## src/exu_pkg.sv

```systemverilog
package exu_pkg;

   // architectural register file size
   localparam int NUM_REGS = 32;
   localparam int REG_AW   = $clog2(NUM_REGS);

   typedef logic [REG_AW-1:0] reg_addr_t;   // r0 always reads zero

   // execution path of a decoded instruction
   typedef enum logic [1:0] {
      UNIT_NONE = 2'd0,
      UNIT_INT  = 2'd1,
      UNIT_BRU  = 2'd2,
      UNIT_MUL  = 2'd3
   } exu_unit_t;

   typedef enum logic [3:0] {
      ALU_ADD  = 4'd0,
      ALU_SUB  = 4'd1,
      ALU_AND  = 4'd2,
      ALU_OR   = 4'd3,
      ALU_XOR  = 4'd4,
      ALU_SLT  = 4'd5,
      ALU_SLTU = 4'd6,
      ALU_SLL  = 4'd7,
      ALU_SRL  = 4'd8,
      ALU_SRA  = 4'd9,
      ALU_LUI  = 4'd10   // result is the immediate
   } alu_op_t;

   // BRU_NONE marks a plain ALU op on the integer path
   typedef enum logic [2:0] {
      BRU_NONE = 3'd0,
      BRU_BEQ  = 3'd1,
      BRU_BNE  = 3'd2,
      BRU_BLT  = 3'd3,
      BRU_BGE  = 3'd4,
      BRU_BLTU = 3'd5,
      BRU_BGEU = 3'd6,
      BRU_JIRL = 3'd7
   } bru_op_t;

   typedef enum logic [1:0] {
      MUL_LO = 2'd0,
      MULH_S = 2'd1,
      MULH_U = 2'd2
   } mul_op_t;

endpackage

```

## src/exu_mul.sv

```systemverilog
`timescale 1ns/1ns

module exu_mul import exu_pkg::*; #(
   parameter int XLEN = 32
) (
   input  logic            clk,
   input  logic            rst,
   input  logic            mul_valid_e,
   input  mul_op_t         mul_op_e,
   input  logic [XLEN-1:0] a_e,
   input  logic [XLEN-1:0] b_e,
   input  reg_addr_t       rd_e,
   output logic            mul_valid_m,
   output reg_addr_t       mul_rd_m,
   output logic            mul_wen_m,
   output logic [XLEN-1:0] mul_res_m
);

   logic                      a_sx;   // extension bits set only for mulh_s
   logic                      b_sx;
   logic signed [XLEN:0]      a_ext;
   logic signed [XLEN:0]      b_ext;
   logic signed [2*XLEN+1:0]  prod_full;
   logic [2*XLEN-1:0]         prod_q;
   mul_op_t                   op_q;
   logic                      wen_q;

   // stage one
   assign a_sx      = (mul_op_e == MULH_S) && a_e[XLEN-1];
   assign b_sx      = (mul_op_e == MULH_S) && b_e[XLEN-1];
   assign a_ext     = {a_sx, a_e};
   assign b_ext     = {b_sx, b_e};
   assign prod_full = a_ext * b_ext;

   always_ff @(posedge clk) begin
      if (rst) mul_valid_m <= 1'b0;
      else     mul_valid_m <= mul_valid_e;
   end

   always_ff @(posedge clk) begin
      prod_q   <= prod_full[2*XLEN-1:0];
      op_q     <= mul_op_e;
      mul_rd_m <= rd_e;
      wen_q    <= (rd_e != '0);   // a multiply always has a destination
   end

   // stage two word select
   assign mul_wen_m = mul_valid_m && wen_q;
   assign mul_res_m = (op_q == MUL_LO) ? prod_q[XLEN-1:0] : prod_q[2*XLEN-1:XLEN];

endmodule

```

## config.mk

```make
export PLATFORM = sky130hd
export DESIGN_NAME = exu_mul
export DESIGN_NICKNAME = d
export VERILOG_FILES = /design/src/exu_pkg.sv /design/src/exu_mul.sv
export SDC_FILE = /design/constraint.sdc
export NUM_CORES = 2
export LEC_CHECK = 0
export BUFFER_PORTS_ARGS = -buffer_cell sky130_fd_sc_hd__buf_2
export CELL_PAD_IN_SITES_DETAIL_PLACEMENT = 0
export CELL_PAD_IN_SITES_GLOBAL_PLACEMENT = 1
export CORE_AREA = 10 10 288 290
export CTS_BUF_LIST = sky130_fd_sc_hd__clkbuf_2
export DETAILED_ROUTE_END_ITERATION = 16
export DIE_AREA = 0 0 298 300
export PLACE_DENSITY = 0.86
export RECOVER_POWER = 50
export SLEW_MARGIN = 20
export SYNTH_ARGS = -nofsm -noshare
export SYNTH_HDL_FRONTEND = slang
export SYNTH_SLANG_ARGS = --single-unit
export TNS_END_PERCENT = 5
```

## constraint.sdc

```tcl
create_clock -name clk -period 12.4 [get_ports clk]
set_input_delay 3.1 -clock clk [delete_from_list [all_inputs] [get_ports clk]]
set_output_delay 3.1 -clock clk [all_outputs]
set_load 0.01 [all_outputs]
```

==> results.sh <==
export IMPL_drive_gt1_share_pct=3.95
export IMPL_die_h_um=300
export IMPL_antenna_left=0
export IMPL_hp_start="mul_op_e[0]"
export IMPL_ys_async_sr_fraction_pct=0
export IMPL_clock_path_buffers=2
export IMPL_synth_ff_type="dfxtp_1"
export IMPL_whs_ns=2.71
export IMPL_crit_slowest_cell="fa_1"
export IMPL_syn_area_per_cell_um2=9.11
export IMPL_cts_setup_buffers=0
export IMPL_finalSetupTns_ns=0
export IMPL_min_path_cells=1
export IMPL_maxSlewViolCount=67
export IMPL_violations="capacitance limit, slew limit"
export IMPL_grt_pass1_vias=31300
export IMPL_critical_path_top_delay_family="adder cells"
export IMPL_numPortBuffers=112
export IMPL_cpMostUsedCell="fa_1"
export IMPL_dp_hpwl_um=87100
export IMPL_fp_dieW_um=298
export IMPL_row_count=102
export IMPL_status="finished with violations"
export IMPL_hold_viol=0
export IMPL_rsz0062_at_grt="false"
export IMPL_ctsHoldBuffers=0
export IMPL_vias_per_cell=5.28
export IMPL_max_stage_delay_ns=0.55
export IMPL_fmax_mhz=91.1
export IMPL_clockRootBuffer="clkbuf_2"
export IMPL_antenna_found_initial=3
export IMPL_synth_top_area_share_pct=56.5
export IMPL_synth_most_common_cell="inv_1"
export IMPL_wl_per_cell_um=19.2
export IMPL_critPathLaunchType="primary input"
export IMPL_path_class="primary input to register"
export IMPL_core_area_mm2=0.0771
export IMPL_seq_area_frac_synth_pct=3.67
export IMPL_grt_first_pass_wirelength_um=171000
export IMPL_tightest_slew_ns=1.95
export IMPL_dp_cells=5330
export IMPL_place_congestion=0.911
export IMPL_nFillCells=7184
export IMPL_overflow=0
export IMPL_syn_nets=5785
export IMPL_finalCriticalPeriod_ns=10.98
export IMPL_cts_resized=0
export IMPL_synth_largest_area_cell="fa_1"
export IMPL_area_growth_pct=3.39
export IMPL_drv_cap=2
export IMPL_io_pins=113
export IMPL_cts_tree="done"
export IMPL_numCtsBuffers=9
export IMPL_startpoint="mul_op_e[1]"
export IMPL_synth_edf_count=0
export IMPL_path_max_fanout=12
export IMPL_arrival_ns=11.37
export IMPL_path_depth=29
export IMPL_slew_headroom_pct=-30.1
export IMPL_cp_end_kind="register"
export IMPL_crit_buf_inv=10
export IMPL_cts_htree_levels=3
export IMPL_num_vias=28300
export IMPL_syn_area_mm2=0.0398
export IMPL_synth_cell_types=57
export IMPL_synthTopCellsByArea="fa_1 (57%), inv_1 (11%), nand2_1 (7.7%)"
export IMPL_initialDrtViolationCount=1643
export IMPL_yosys_warnings=0
export IMPL_path_clk_slew_ns=0.23
export IMPL_grt_max_degree=41
export IMPL_first_pass_iters=5
export IMPL_floorplan_initialDensity_pct=51.7
export IMPL_cts_num_sinks=73
export IMPL_route_detailed_drc=0
export IMPL_num_nets_final=5712
export IMPL_stdcell_count=5348
export IMPL_holdCritPathClass="primary input to register"
export IMPL_period_share_pct=88.5
export IMPL_setup_violations=0
export IMPL_ys_seq_elements=73
export IMPL_synth_top_cells_by_count="inv_1 (1197), fa_1 (1125), nand2_1 (818), and2_1 (262), clkbuf_1 (228)"
export IMPL_track_usage_pct=23.9
export IMPL_syn_inst=4374
export IMPL_die_area_mm2=0.0894
export IMPL_routed_wl_um=103000
export IMPL_critPathRequiredTime_ns=12.79
metal layers:
metal  wire length, um  vias to the layer above  global-route usage [%]  part of all wire, %
met1             43100                    14900                    32.3                   42
met3              6360                      164                    2.62                  6.2
met2             51000                      966                    41.4                   50
met4              2310                        4                    5.07                  2.2
met5                27                        -                       0                0.026
li1                  -                    12200                       -                    -
path summary, 6_finish.rpt:
check	end	slack [ns]
worst max-delay path	prod_q[60]	1.42
worst min-delay path	op_q[0]	2.71
per-stage QoR:
step	utilization, %	area, um^2	setup WS [ns]
after floorplan	-	39800	1.03
after global placement	53.3	41100	0.891
after detailed placement	53.3	41100	0.766
after CTS	53.4	41200	1.35
after global routing	53.4	41200	0.988
final	53.4	41200	1.42
kinds of logic after synthesis:
family | synth area share [%]
fa+ha+maj | 63.2
mux | 0.905
buf+inv | 13.4
simple gates | 13.9
compound gates | 3.20
flops | 3.67
xor+xnor | 1.69
layout by cell type, fill, tap and decap left out, drive strengths merged, types with 32 or more instances in the layout:
cell   synthesis  final
buf            0    126
mux2          32     32
xnor2         58     58
inv         1197   1201
fa          1125   1125
a21oi         65     65
dfxtp         73     73
nor2          54     54
nand2        818    818
and2         263    263
ha           212    212
flip-flops by register name, summed over array words and instances, names as in the netlist:
signal,count
mul_valid_m,1
op_q,2
prod_q,64
wen_q,1
mul_rd_m,5
cell type report:
type	instances	area [um^2]	share of cell area, %
clock inverters	7	60.1	0.146
well taps	1040	1300	3.16
inverters	1197	4490	10.9
diodes	2	5.00	0.0122
flip-flops and latches	73	1460	3.55
clock buffers	9	45.0	0.109
multi-input cells	2876	33000	80.2
repair buffers	144	788	1.91
Power is not shown: default switching activity piles up to over one toggle a cycle in this logic, so the estimate is an artifact.
