## src/exu_pkg.sv

```systemverilog
package exu_pkg;

   // architectural register file size
   localparam int NUM_REGS = 32;
   localparam int REG_AW   = $clog2(NUM_REGS);

   typedef logic [REG_AW-1:0] reg_addr_t;   // r0 always reads zero

   // execution path of a decoded instruction
   typedef enum logic [1:0] {
      UNIT_NONE = 2'd0,
      UNIT_INT  = 2'd1,
      UNIT_BRU  = 2'd2,
      UNIT_MUL  = 2'd3
   } exu_unit_t;

   typedef enum logic [3:0] {
      ALU_ADD  = 4'd0,
      ALU_SUB  = 4'd1,
      ALU_AND  = 4'd2,
      ALU_OR   = 4'd3,
      ALU_XOR  = 4'd4,
      ALU_SLT  = 4'd5,
      ALU_SLTU = 4'd6,
      ALU_SLL  = 4'd7,
      ALU_SRL  = 4'd8,
      ALU_SRA  = 4'd9,
      ALU_LUI  = 4'd10   // result is the immediate
   } alu_op_t;

   // BRU_NONE marks a plain ALU op on the integer path
   typedef enum logic [2:0] {
      BRU_NONE = 3'd0,
      BRU_BEQ  = 3'd1,
      BRU_BNE  = 3'd2,
      BRU_BLT  = 3'd3,
      BRU_BGE  = 3'd4,
      BRU_BLTU = 3'd5,
      BRU_BGEU = 3'd6,
      BRU_JIRL = 3'd7
   } bru_op_t;

   typedef enum logic [1:0] {
      MUL_LO = 2'd0,
      MULH_S = 2'd1,
      MULH_U = 2'd2
   } mul_op_t;

endpackage

```

## src/exu_wb.sv

```systemverilog
`timescale 1ns/1ns

module exu_wb import exu_pkg::*; #(
   parameter int XLEN = 32
) (
   input  logic            clk,
   input  logic            rst,
   input  logic            int_valid_r,
   input  reg_addr_t       int_rd_r,
   input  logic            int_wen_r,
   input  logic [XLEN-1:0] int_res_r,
   input  logic            mul_valid_m,
   input  reg_addr_t       mul_rd_m,
   input  logic            mul_wen_m,
   input  logic [XLEN-1:0] mul_res_m,
   output logic            wb_valid,
   output reg_addr_t       wb_rd,
   output logic [XLEN-1:0] wb_data
);

   logic            mul_wr_w;   // multiply retiring this cycle
   reg_addr_t       mul_rd_w;
   logic [XLEN-1:0] mul_res_w;
   logic            int_wr;

   always_ff @(posedge clk) begin
      if (rst) mul_wr_w <= 1'b0;
      else     mul_wr_w <= mul_valid_m && mul_wen_m;
   end

   always_ff @(posedge clk) begin
      mul_rd_w  <= mul_rd_m;
      mul_res_w <= mul_res_m;
   end

   assign int_wr = int_valid_r && int_wen_r;

   // issue keeps the two writers apart
   assign wb_rd    = mul_wr_w ? mul_rd_w : int_rd_r;
   assign wb_data  = mul_wr_w ? mul_res_w : int_res_r;
   assign wb_valid = (mul_wr_w || int_wr) && (wb_rd != '0);

endmodule

```

## config.mk

```make
export PLATFORM = sky130hd
export DESIGN_NAME = exu_wb
export DESIGN_NICKNAME = d
export VERILOG_FILES = /design/src/exu_pkg.sv /design/src/exu_wb.sv
export SDC_FILE = /design/constraint.sdc
export NUM_CORES = 1
export LEC_CHECK = 0
export ABC_AREA = 1
export BUFFER_PORTS_ARGS = -buffer_cell sky130_fd_sc_hd__buf_2
export CAP_MARGIN = 40
export CORE_ASPECT_RATIO = 0.8
export CORE_MARGIN = 3
export CORE_UTILIZATION = 38
export CTS_BUF_LIST = sky130_fd_sc_hd__clkbuf_8
export DETAILED_ROUTE_END_ITERATION = 6
export PLACE_DENSITY = 0.9
export SYNTH_ARGS = -nofsm -noshare
export SYNTH_HDL_FRONTEND = slang
export SYNTH_SLANG_ARGS = --single-unit
```

## constraint.sdc

```tcl
create_clock -name clk -period 1.45 [get_ports clk]
set_clock_uncertainty 0.05 [all_clocks]
set_input_delay 0.2175 -clock clk [delete_from_list [all_inputs] [get_ports clk]]
set_output_delay 0.2175 -clock clk [all_outputs]
set_load 0.01 [all_outputs]
```

==> flow_summary.toml <==
[layout]
finalInstanceArea_um2 = 2530
most-common-layout-cells = "sky130_fd_sc_hd__buf_2, sky130_fd_sc_hd__nand2_1, sky130_fd_sc_hd__dlygate4sd3_1, sky130_fd_sc_hd__dfxtp_1, sky130_fd_sc_hd__inv_1"
finalNonFillerCells = 379
layout_commonest_cell = "sky130_fd_sc_hd__buf_2"
flow.area_growth_from_synthesis_pct = 94.4
fin_nets = 419
antenna_cells_inserted = 0
layout-drive-gt1-share_pct = 42.8

[floorplanning]
coreArea_um2 = 3180
floorplan.io_pins = 118
die_h_um = 58.4
initial_core_util_pct = 41.0
design.die.area_um2 = 4170
die_x_um = 71.5
core.rowCount = 18

[sta]
max_freq_ghz = 0.639
timing.final.max_slew_violations = 0
setup_slack_ns = -0.115
finalSetupViolCount = 31
finalCritPeriodShare_pct = 108
period_minus_slack_ns = 1.56
worst_pin_slew_ns = 0.138
rsz0062_at_grt = "true"
hold-worst-slack_ns = 0.0409
timing.final.hold_violations = 0
relSlewSlack_pct = 90.8

[placed_design]
dp.cells = 328
post-dp-hpwl_mm = 2.66
portbufs = 117
finalWeightedCongestion = 0.719
dpl_cell_area_um2 = 1910
detailedPlace.worstSlack_ns = 0.0879

[detailed_routing]
drt-wirelength-per-cell_um = 12.0
drc = 0
routed-via-count = 1635
detail-route-antenna-nets = 0
postRouteWirelength_mm = 4.53
detail_route.vias_per_cell = 4.31
drt_iter0_markers = 55
drt_first_pass_iters = 4

[critical_path]
cp_slowest_cell = "sky130_fd_sc_hd__dfxtp_4"
cp_max_fo = 5
end_kind = "primary output"
worstPathRequired_ns = 1.18
worst_path_top_cell_family_by_delay = "flip-flops"
critical_path.cell_chain = "buf_6, nand2_2, nand2_2, nand3_2, nor2_1, nor2_1, buf_2"
arrival_time_reported_for_the_critical_path_endpoint_ns = 1.30
critical-path-max-stage-delay_ns = 0.40
cp.buffers_inverters = 2
timing.setup.critical_path_class = "reg -> out"
kind_of_launch_point_of_the_worst_setup_path = "register"

[synth]
yosysWarningCount = 0
synth.avg_cell_area_um2 = 7.44
synth_top_area_share_pct = 58.4
synth.cell_area_um2 = 1300
synth_cell_types = 12
synth-seq-area-share_pct = 58.4
synth_seq_cells = 38
postSynthCellCount = 175
synth_largest_area_cell = "sky130_fd_sc_hd__dfxtp_1"
synth_nets = 255
synth.top_cells.by_area = "sky130_fd_sc_hd__dfxtp_1, sky130_fd_sc_hd__nand2_1, sky130_fd_sc_hd__inv_1"

[cts]
cts_made_buffers = 5
numClockSinks = 38
root_buffer_selected_by_cts = "sky130_fd_sc_hd__clkbuf_8"
tritoncts = "yes"
clock_transition_time_at_the_flip_flop_clock_pins_of_the_worst_setup_and_hold_paths_ns = 0.07
ctsHtreeMaxLevel = 2
cts-root-to-sink-buffers = 2

[flow_run]
drv.max_cap_violation_count = 0

[grt]
grt_first_pass_wirelength_mm = 6.76
first_global_vias = 1522
grtUsageMet1_pct = 22.5
antenna_found_initial = 0
grt.met2_usage_pct = 36.6
grt_max_degree = 27
globalRouteOverflowTotal = 0
grtUsageMet3_pct = 8.19
busiest_layer = "met2"
track_usage_pct = 20.8

[power_and_ir_drop]
ir_drop_uv = 907
leakagePower_nw = 1.45
power_density_nw_per_um2 = 971

[run_status]
violations = "negative setup slack"
status = "complete, but fails checks"

[worst_hold_path]
holdCritPathClass = "in -> reg"
final cells by class:
class,count,area [um^2]
repair buffers,164,1070
flip-flops and latches,38,764
fillers,210,643
multi-input cells,116,468
clock buffers,6,82.6
inverters,14,65.1
well taps,40,50.0
clock inverters,1,30.0
repair_timing:
item | 4_1_cts | 5_1_grt
gates cloned | 1 | 1
pin swaps | 1 | 7
hold buffers | 37 | 0
endpoints found under the hold margin | 37 | 0
resized for setup | 15 | 8
endpoints found under the setup margin | 38 | 33
setup buffers | 1 | 4
layer usage:
metal  vias to the layer above  part of all wire (%)
li1                        835                     -
met1                       696                    37
met2                        91                    50
met3                        13                    11
met4                         0                   2.1
met5                         -                     0
final timing paths:
path	start	to	slack, ns	cells after the start
worst min-delay path	rst	mul_wr_w	0.04	2
worst max-delay path	mul_wr_w	wb_valid	-0.11	7
Yosys cell counts:
cell	instances
sky130_fd_sc_hd__a21oi_1	1
sky130_fd_sc_hd__buf_2	3
sky130_fd_sc_hd__buf_4	3
sky130_fd_sc_hd__buf_6	1
sky130_fd_sc_hd__dfxtp_1	38
sky130_fd_sc_hd__inv_1	13
sky130_fd_sc_hd__inv_2	1
sky130_fd_sc_hd__nand2_1	109
sky130_fd_sc_hd__nand3_1	1
sky130_fd_sc_hd__nor2_1	3
sky130_fd_sc_hd__o21ai_0	1
sky130_fd_sc_hd__o21ai_1	1
stage by stage:
stage / util, % / total power [mW] / setup TNS [ns]
after detailed placement: 60.2 / 1.47 / 0
after CTS: 77.1 / 2.44 / -0.209
after floorplan: - / 1.28 / 0
final: 79.7 / 2.46 / -1.08
after global placement: 60.2 / 1.46 / 0
after global routing: 79.7 / 2.58 / -3.19
flip-flops by register name, indices dropped and copies added, names as in the netlist:
register,count
mul_wr_w,1
mul_rd_w,5
mul_res_w,32
where the power goes:
group          internal [mW]  switching, mW  total, mW
clock                  0.550          0.339      0.889
sequential              1.10         0.0168       1.12
combinational          0.256          0.200      0.455
cell families after synthesis:
group,count (synthesis),share of synthesized area (%)
and+or+nand+nor,113,32.7
DFF,38,58.4
buffers and inverters,21,7.78
AOI/OAI and AO/OA,3,1.15
No activity file was read; power rests on OpenSTA's default activity.
