`src/exu_pkg.sv`:
```
package exu_pkg;

   // architectural register file size
   localparam int NUM_REGS = 32;
   localparam int REG_AW   = $clog2(NUM_REGS);

   typedef logic [REG_AW-1:0] reg_addr_t;   // r0 always reads zero

   // execution path of a decoded instruction
   typedef enum logic [1:0] {
      UNIT_NONE = 2'd0,
      UNIT_INT  = 2'd1,
      UNIT_BRU  = 2'd2,
      UNIT_MUL  = 2'd3
   } exu_unit_t;

   typedef enum logic [3:0] {
      ALU_ADD  = 4'd0,
      ALU_SUB  = 4'd1,
      ALU_AND  = 4'd2,
      ALU_OR   = 4'd3,
      ALU_XOR  = 4'd4,
      ALU_SLT  = 4'd5,
      ALU_SLTU = 4'd6,
      ALU_SLL  = 4'd7,
      ALU_SRL  = 4'd8,
      ALU_SRA  = 4'd9,
      ALU_LUI  = 4'd10   // result is the immediate
   } alu_op_t;

   // BRU_NONE marks a plain ALU op on the integer path
   typedef enum logic [2:0] {
      BRU_NONE = 3'd0,
      BRU_BEQ  = 3'd1,
      BRU_BNE  = 3'd2,
      BRU_BLT  = 3'd3,
      BRU_BGE  = 3'd4,
      BRU_BLTU = 3'd5,
      BRU_BGEU = 3'd6,
      BRU_JIRL = 3'd7
   } bru_op_t;

   typedef enum logic [1:0] {
      MUL_LO = 2'd0,
      MULH_S = 2'd1,
      MULH_U = 2'd2
   } mul_op_t;

endpackage

```
`src/exu_issue.sv`:
```
`timescale 1ns/1ns

module exu_issue import exu_pkg::*; #(
   parameter int XLEN = 32
) (
   input  logic            clk,
   input  logic            rst,

   // decode stage
   input  logic            valid_d,
   input  exu_unit_t       unit_d,
   input  alu_op_t         alu_op_d,
   input  bru_op_t         bru_op_d,
   input  mul_op_t         mul_op_d,
   input  reg_addr_t       rs1_d,
   input  reg_addr_t       rs2_d,
   input  reg_addr_t       rd_d,
   input  logic            rf_wen_d,
   input  logic            use_imm_d,
   input  logic [XLEN-1:0] imm_d,
   input  logic [XLEN-1:0] pc_d,
   input  logic [XLEN-1:0] br_offs_d,
   input  logic [XLEN-1:0] rs1_data,
   input  logic [XLEN-1:0] rs2_data,
   output logic            stall_req,

   // execute stage registers
   output logic            int_valid_e,
   output logic            mul_valid_e,
   output alu_op_t         alu_op_e,
   output bru_op_t         bru_op_e,
   output mul_op_t         mul_op_e,
   output logic [XLEN-1:0] a_e,
   output logic [XLEN-1:0] b_e,
   output logic [XLEN-1:0] pc_e,
   output logic [XLEN-1:0] offs_e,
   output reg_addr_t       rd_e,
   output logic            wen_e,

   // multiply stage two
   input  reg_addr_t       mul_rd_m,
   input  logic            mul_wen_m
);

   logic ex_wr;      // execute stage will write rd_e
   logic m2_wr;      // multiply stage two will write mul_rd_m
   logic use_rs2;
   logic int_path_d;
   logic raw_rs1;
   logic raw_rs2;
   logic wb_clash;
   logic accept;

   assign int_path_d = (unit_d == UNIT_INT) || (unit_d == UNIT_BRU);
   assign use_rs2    = !use_imm_d || (unit_d == UNIT_BRU);

   assign ex_wr = (int_valid_e || mul_valid_e) && wen_e;
   assign m2_wr = mul_wen_m;   // only set while stage two holds a multiply

   always_comb begin
      raw_rs1 = (rs1_d != '0) &&
                ((ex_wr && rs1_d == rd_e) || (m2_wr && rs1_d == mul_rd_m));
      raw_rs2 = use_rs2 && (rs2_d != '0) &&
                ((ex_wr && rs2_d == rd_e) || (m2_wr && rs2_d == mul_rd_m));
   end

   // a writing int op issued now would retire with the multiply in execute
   assign wb_clash = int_path_d && rf_wen_d && mul_valid_e && wen_e;

   assign stall_req = valid_d && (raw_rs1 || raw_rs2 || wb_clash);
   assign accept    = valid_d && !stall_req;

   always_ff @(posedge clk) begin
      if (rst) begin
         int_valid_e <= 1'b0;
         mul_valid_e <= 1'b0;
      end else begin
         int_valid_e <= accept && int_path_d;
         mul_valid_e <= accept && (unit_d == UNIT_MUL);
      end
   end

   always_ff @(posedge clk) begin
      if (accept) begin
         alu_op_e <= alu_op_d;
         bru_op_e <= (unit_d == UNIT_BRU) ? bru_op_d : BRU_NONE;
         mul_op_e <= mul_op_d;
         a_e      <= rs1_data;
         // branches always compare against rs2
         b_e      <= (use_imm_d && unit_d != UNIT_BRU) ? imm_d : rs2_data;
         pc_e     <= pc_d;
         offs_e   <= br_offs_d;
         rd_e     <= rd_d;
         wen_e    <= rf_wen_d;
      end
   end

endmodule

```
`config.mk`:
```
export PLATFORM = sky130hd
export DESIGN_NAME = exu_issue
export DESIGN_NICKNAME = d
export VERILOG_FILES = /design/src/exu_pkg.sv /design/src/exu_issue.sv
export SDC_FILE = /design/constraint.sdc
export NUM_CORES = 1
export LEC_CHECK = 0
export ABC_AREA = 1
export BUFFER_PORTS_ARGS = -buffer_cell sky130_fd_sc_hd__buf_4
export CAP_MARGIN = 15
export CORE_AREA = 2 2 132 134
export DETAILED_ROUTE_END_ITERATION = 10
export DIE_AREA = 0 0 134 136
export GPL_TIMING_DRIVEN = 1
export MAX_ROUTING_LAYER = met4
export PLACE_DENSITY = 0.66
export SYNTH_ARGS = -nofsm -noshare
export SYNTH_HDL_FRONTEND = slang
export SYNTH_SLANG_ARGS = --single-unit
```
`constraint.sdc`:
```
create_clock -name clk -period 5.4 [get_ports clk]
set_input_delay 0.27 -clock clk [delete_from_list [all_inputs] [get_ports clk]]
set_output_delay 0.27 -clock clk [all_outputs]
set_load 0.02 [all_outputs]
```
==> impl_metrics.py, run 1 <==
metrics = {
    "final_layout": {
        "stdcell_count": 895,
        "n_fill_cell": 1468,
        "num-nets-final": 856,
        "area_growth_pct": 65.1,
        "n_antenna_cell": 0,
        "regArea_um2": 4330,
        "multiInputGateArea_um2": 768,
        "drive_gt1_share_pct": 61.8,
    },
    "grt": {
        "grt_overflow": 0,
        "grt_max_degree": 115,
        "antenna_found_initial": 0,
        "track_usage_pct": 16.0,
        "grt_pass1_vias": 3735,
        "grt_first_pass_wirelength_um": 20800,
    },
    "sta": {
        "tns_ns": 0,
        "slew-limit-headroom_pct": 30.7,
        "finClkSkew_ns": 0.0106,
        "final-setup-viol-count": 0,
        "min_period_ns": 2.97,
        "finalCritPeriodShare_pct": 55.1,
        "rsz0062_at_grt": "no",
        "clock.fmax_ghz": 0.336,
        "final-hold-violation-count": 0,
        "maxSlewViolCount": 0,
        "tightest_slew_ns": 1.04,
    },
    "routing": {
        "drt_iter0_drc": 149,
        "antenna_left": 0,
        "dr.pass1.iters": 4,
        "drc": 0,
        "wl_per_cell_um": 16.3,
        "routed_wl_um": 14600,
        "vias": 3728,
        "viasPerCell": 4.17,
    },
    "setup_path": {
        "worst-setup-path-type": "in2reg",
        "r2r_start": "rd_e[2]",
        "end_kind": "flip-flop",
        "slowest_delay_ns": 0.72,
        "worstSetupStartpoint": "unit_d[0]",
        "slowest_stage": "inv_6",
        "path_cells": "buf_4 -> inv_1 -> ha_1 -> inv_1 -> nand2_2 -> o21ai_0 -> inv_1 -> nand2_2 -> nand4_2 -> inv_6 -> buf_4",
        "r2r_slack_ns": 2.53,
        "cp_max_fo": 114,
        "worstPathRequired_ns": 5.47,
        "crit_arrival_ns": 3.04,
        "path_buf_inv": 6,
        "start_kind": "input pin",
        "path_delay_family": "buffers and inverters",
        "cp_common_cell": "inv_1",
    },
    "synth": {
        "synth_cell_type_count": 19,
        "ys_ff_latch": 145,
        "ys_seq_area_share_pct": 82.5,
        "ys_warn_count": 0,
        "synth_nets": 497,
        "synth_area_um2": 5250,
        "synth.avg_cell_area_um2": 17.6,
        "syn_inst": 298,
    },
    "cts": {
        "cts_tree": "done",
        "cts_buffers": 17,
        "cts_setup_buffers": 0,
        "clk_pin_slew_ns": 0.07,
        "clockRootBuffer": "clkbuf_16",
        "ctsHoldBuffers": 0,
        "h-tree-depth": 4,
        "clock_path_buffers": 2,
        "cts.sinks": 145,
        "clock_latency_ns": 0.42,
        "cts_resized": 0,
    },
    "min_path": {
        "hp-start": "rd_d[3]",
        "min_path_type": "in2reg",
    },
    "floorplan": {
        "rows": 48,
        "io_pins": 343,
        "fp.dieH_um": 136,
        "fp.dieW_um": 134,
        "die-area_um2": 18200,
        "start_util_pct": 31.1,
        "core_um2": 16900,
    },
    "outcome": {
        "status": "complete, no violations",
    },
    "power_and_ir_drop": {
        "swShare_pct": 24.5,
        "p_int_mw": 2.23,
        "power_frac_seq_pct": 45.9,
        "vdd_drop_max_mv": 0.200,
        "p_clk_share_pct": 40.2,
        "p_comb_share_pct": 13.9,
        "p_leak_nw": 3.86,
        "switching_power_mw": 0.722,
        "power_density_nw_per_um2": 341,
    },
    "run": {
        "cap_violations": 0,
    },
    "placed_design": {
        "dp.cells": 863,
        "hpwl_um": 11300,
        "port_buffers": 342,
        "gp_congestion": 0.859,
    },
}
## layout make-up
class | instances | area share (%)
Clock buffer | 17 | 4.91
Clock inverter | 15 | 1.99
Inverter | 29 | 1.31
Multi-Input combinational cell | 121 | 8.86
Sequential cell | 145 | 50.0
Tap cell | 225 | 3.25
Timing Repair Buffer | 343 | 29.7
## cell families after synthesis
logic type | count (synthesis) | synth area share, %
fa+ha+maj | 2 | 0.476
buf+inv | 32 | 2.86
simple gates | 78 | 6.07
compound gates | 5 | 0.548
xor+xnor | 4 | 0.667
mux | 32 | 6.86
flops | 145 | 82.5
## state kept, by name, indices dropped and copies added, names as in the netlist
register,count
a_e,32
b_e,32
offs_e,32
pc_e,32
rd_e,5
alu_op_e,4
bru_op_e,3
mul_op_e,2
int_valid_e,1
mul_valid_e,1
wen_e,1
## stage by stage
step	instance area (um2)	util [%]	hold slack [ns]	setup slack (ns)	power, mW
5_1_grt	8670	51.4	0.000676	2.16	3.07
6_report	8670	51.4	0.0256	2.43	2.95
3_5_place_dp	8070	47.8	0.449	1.98	1.80
2_1_floorplan	5250	-	0.369	1.09	1.55
3_3_place_gp	8070	47.8	0.449	2.08	1.79
4_1_cts	8670	51.4	0.000507	2.43	2.99
## synthesized netlist by cell type (all sizes together)
cell / instances / share of area (%)
a21oi: 1 / 0.095
clkbuf: 3 / 0.79
dfxtp: 2 / 0.76
edfxtp: 143 / 82
ha: 2 / 0.48
inv: 29 / 2.1
mux2: 32 / 6.9
nand2: 52 / 3.8
nand3: 7 / 0.67
nand4: 2 / 0.36
nor2: 16 / 1.1
nor3: 1 / 0.095
o21ai: 4 / 0.45
xor2: 4 / 0.67
## layer usage
layer	vias up	routed length [um]	share of wire, %	track usage, %
met4	0	231	1.6	5.85
met3	22	1240	8.5	5.18
met1	1721	5480	37	17.8
li1	1794	-	-	-
met5	-	0	0	-
met2	191	7670	52	26.9
## final timing paths
kind | to | cells after the start
worst max register to register | pc_e[20] | 10
worst min register to register | mul_valid_e | 3
worst min-delay path | rd_e[3] | 1
worst max-delay path | pc_e[20] | 11
## placed cells by master, fill, tap and decap left out, drive strengths merged
| cell type | n |
|---|---|
| nor3 | 1 |
| edfxtp | 143 |
| a21oi | 1 |
| buf | 343 |
| dfxtp | 2 |
| nand3 | 7 |
| clkinvlp | 4 |
| o21ai | 4 |
| bufinv | 2 |
| nand4 | 2 |
| ha | 2 |
| clkbuf | 17 |
| nand2 | 52 |
| nor2 | 16 |
| inv | 36 |
| clkinv | 2 |
| xor2 | 4 |
| mux2 | 32 |
## power by group through the flow
| stage | combinational [mW] | sequential [mW] | clock [mW] |
|---|---|---|---|
| 5_1_grt | 0.438 | 1.36 | 1.27 |
| 3_5_place_dp | 0.416 | 1.38 | 0 |
| 2_1_floorplan | 0.0737 | 1.48 | 0 |
| 4_1_cts | 0.417 | 1.36 | 1.22 |
| 6_report | 0.411 | 1.35 | 1.19 |
| 3_3_place_gp | 0.412 | 1.38 | 0 |
Power figures use the tool's default switching activity.
==> run 2: changes to the inputs <==
==> constraint.sdc (replaced) <==
create_clock -name clk -period 2.8 [get_ports clk]
set_input_delay 0.14 -clock clk [delete_from_list [all_inputs] [get_ports clk]]
set_output_delay 0.14 -clock clk [all_outputs]
set_load 0.02 [all_outputs]
==> impl_metrics.py, run 2 (same netlist as run 1, synthesis figures left out) <==
metrics = {
    "routing": {
        "vias": 4302,
        "antenna_left": 0,
        "routed_wl_um": 16200,
        "viasPerCell": 4.27,
        "drt_iter0_drc": 173,
        "wl_per_cell_um": 16.1,
        "dr.pass1.iters": 4,
        "drc": 0,
    },
    "setup_path": {
        "start_kind": "flip-flop",
        "crit_arrival_ns": 2.03,
        "end_kind": "flip-flop",
        "cp_max_fo": 87,
        "worstPathRequired_ns": 2.85,
        "worst-setup-path-type": "reg2reg",
    },
    "floorplan": {
        "fp.dieW_um": 134,
        "core_um2": 16900,
        "start_util_pct": 31.1,
        "die-area_um2": 18200,
        "rows": 48,
        "io_pins": 343,
        "fp.dieH_um": 136,
    },
    "cts": {
        "cts_buffers": 17,
        "h-tree-depth": 4,
        "clockRootBuffer": "clkbuf_16",
        "clock_path_buffers": 2,
        "cts_resized": 0,
        "cts.sinks": 145,
        "cts_setup_buffers": 0,
        "cts_tree": "done",
        "clk_pin_slew_ns": 0.06,
        "clock_latency_ns": 0.41,
    },
    "grt": {
        "grt_overflow": 0,
        "grt_first_pass_wirelength_um": 23600,
        "grt_max_degree": 88,
        "grt-busiest-layer": "met2",
        "antenna_found_initial": 0,
        "track_usage_pct": 17.8,
        "grtUsageMet2_pct": 31.2,
        "use_met1_pct": 19.3,
        "grt_pass1_vias": 4586,
        "met3_usage_pct": 4.29,
    },
    "outcome": {
        "status": "complete, no violations",
    },
    "sta": {
        "finClkSkew_ns": 0.00901,
        "maxSlewViolCount": 0,
        "min_period_ns": 1.98,
        "final-hold-violation-count": 0,
        "final-setup-viol-count": 0,
        "clock.fmax_ghz": 0.506,
        "rsz0062_at_grt": "no",
        "worst_slack_ns": 0.824,
        "tns_ns": 0,
        "finalCritPeriodShare_pct": 70.6,
        "tightest_slew_ns": 0.485,
        "slew-limit-headroom_pct": 67.7,
    },
    "placed_design": {
        "port_buffers": 342,
        "hpwl_um": 11400,
        "gp_congestion": 0.895,
        "place_area_um2": 8120,
        "pre_cts_ws_ns": 0.879,
    },
    "final_layout": {
        "final_common_cell": "buf_4",
        "drive_gt1_share_pct": 53.1,
        "fin_area_um2": 9810,
        "area_growth_pct": 86.8,
        "post-route-util_pct": 58.1,
        "n_antenna_cell": 0,
        "layout_common_cells": "buf_4 (343), edfxtp_1 (143), dlygate4sd3_1 (112)",
        "num-nets-final": 970,
    },
    "power_and_ir_drop": {
        "p_comb_share_pct": 16.5,
        "vdd_drop_max_mv": 0.382,
        "power_frac_seq_pct": 45.4,
        "power_density_nw_per_um2": 587,
        "p_int_mw": 4.32,
        "switching_power_mw": 1.44,
        "p_leak_nw": 4.33,
        "power.total_mw": 5.76,
        "swShare_pct": 25.0,
        "p_clk_share_pct": 38.2,
    },
    "min_path": {
        "min_path_type": "in2reg",
    },
    "run": {
        "cap_violations": 0,
    },
}
==> run 2: area by class of cell <==
| class | count | area (um2) |
|---|---|---|
| clock inverter | 14 | 144 |
| sequential | 145 | 4330 |
| multi-input combinational | 121 | 779 |
| tap | 225 | 282 |
| clock buffer | 17 | 425 |
| timing repair buffer | 457 | 3740 |
| inverter | 29 | 113 |
| fill | 1304 | 7060 |
==> run 2: routing by layer <==
metal	up-vias	wire length, um
met4	0	380
met2	214	8690
li1	2024	-
met5	-	0
met1	2034	6030
met3	30	1110
==> run 2: what timing repair did <==
item	4_1_cts	5_1_grt
endpoints found under the setup margin	0	0
endpoints found under the hold margin	113	0
hold buffers	112	0
==> run 2: stage by stage <==
stage / hold slack, ns / instances
after detailed placement: 0.319 / 865
after CTS: 0.00295 / 1008
final: 0.0263 / 1008
after global routing: 0.00763 / 1008
after floorplan: 0.239 / 298
after global placement: 0.318 / 865
==> run 2: worst max-delay path, stage by stage (launching register included) <==
cell	delay, ns
edfxtp_1	0.44
inv_1	0.10
nand2_1	0.05
nand2_1	0.06
nor2_1	0.04
nand3_1	0.07
nand2_1	0.06
nand2_2	0.09
nand4_4	0.12
clkinvlp_4	0.14
buf_12	0.35
==> run 2: path summary, 6_finish.rpt <==
path	from	end	slack, ns	cells after the start
worst max-delay path	rd_e[3]	a_e[5]	0.82	10
worst min-delay path	imm_d[26]	b_e[26]	0.03	2
worst max register to register	rd_e[3]	a_e[5]	0.82	10
worst min register to register	mul_valid_e	int_valid_e	0.77	3
==> run 2: power by group through the flow <==
stage          registers (mW)  clock network [mW]  logic (mW)
6_report                 2.61                2.20       0.947
5_1_grt                  2.63                2.34        1.00
4_1_cts                  2.61                2.26       0.951
3_5_place_dp             2.66                   0       0.818
3_3_place_gp             2.65                   0       0.807
2_1_floorplan            2.85                   0       0.144
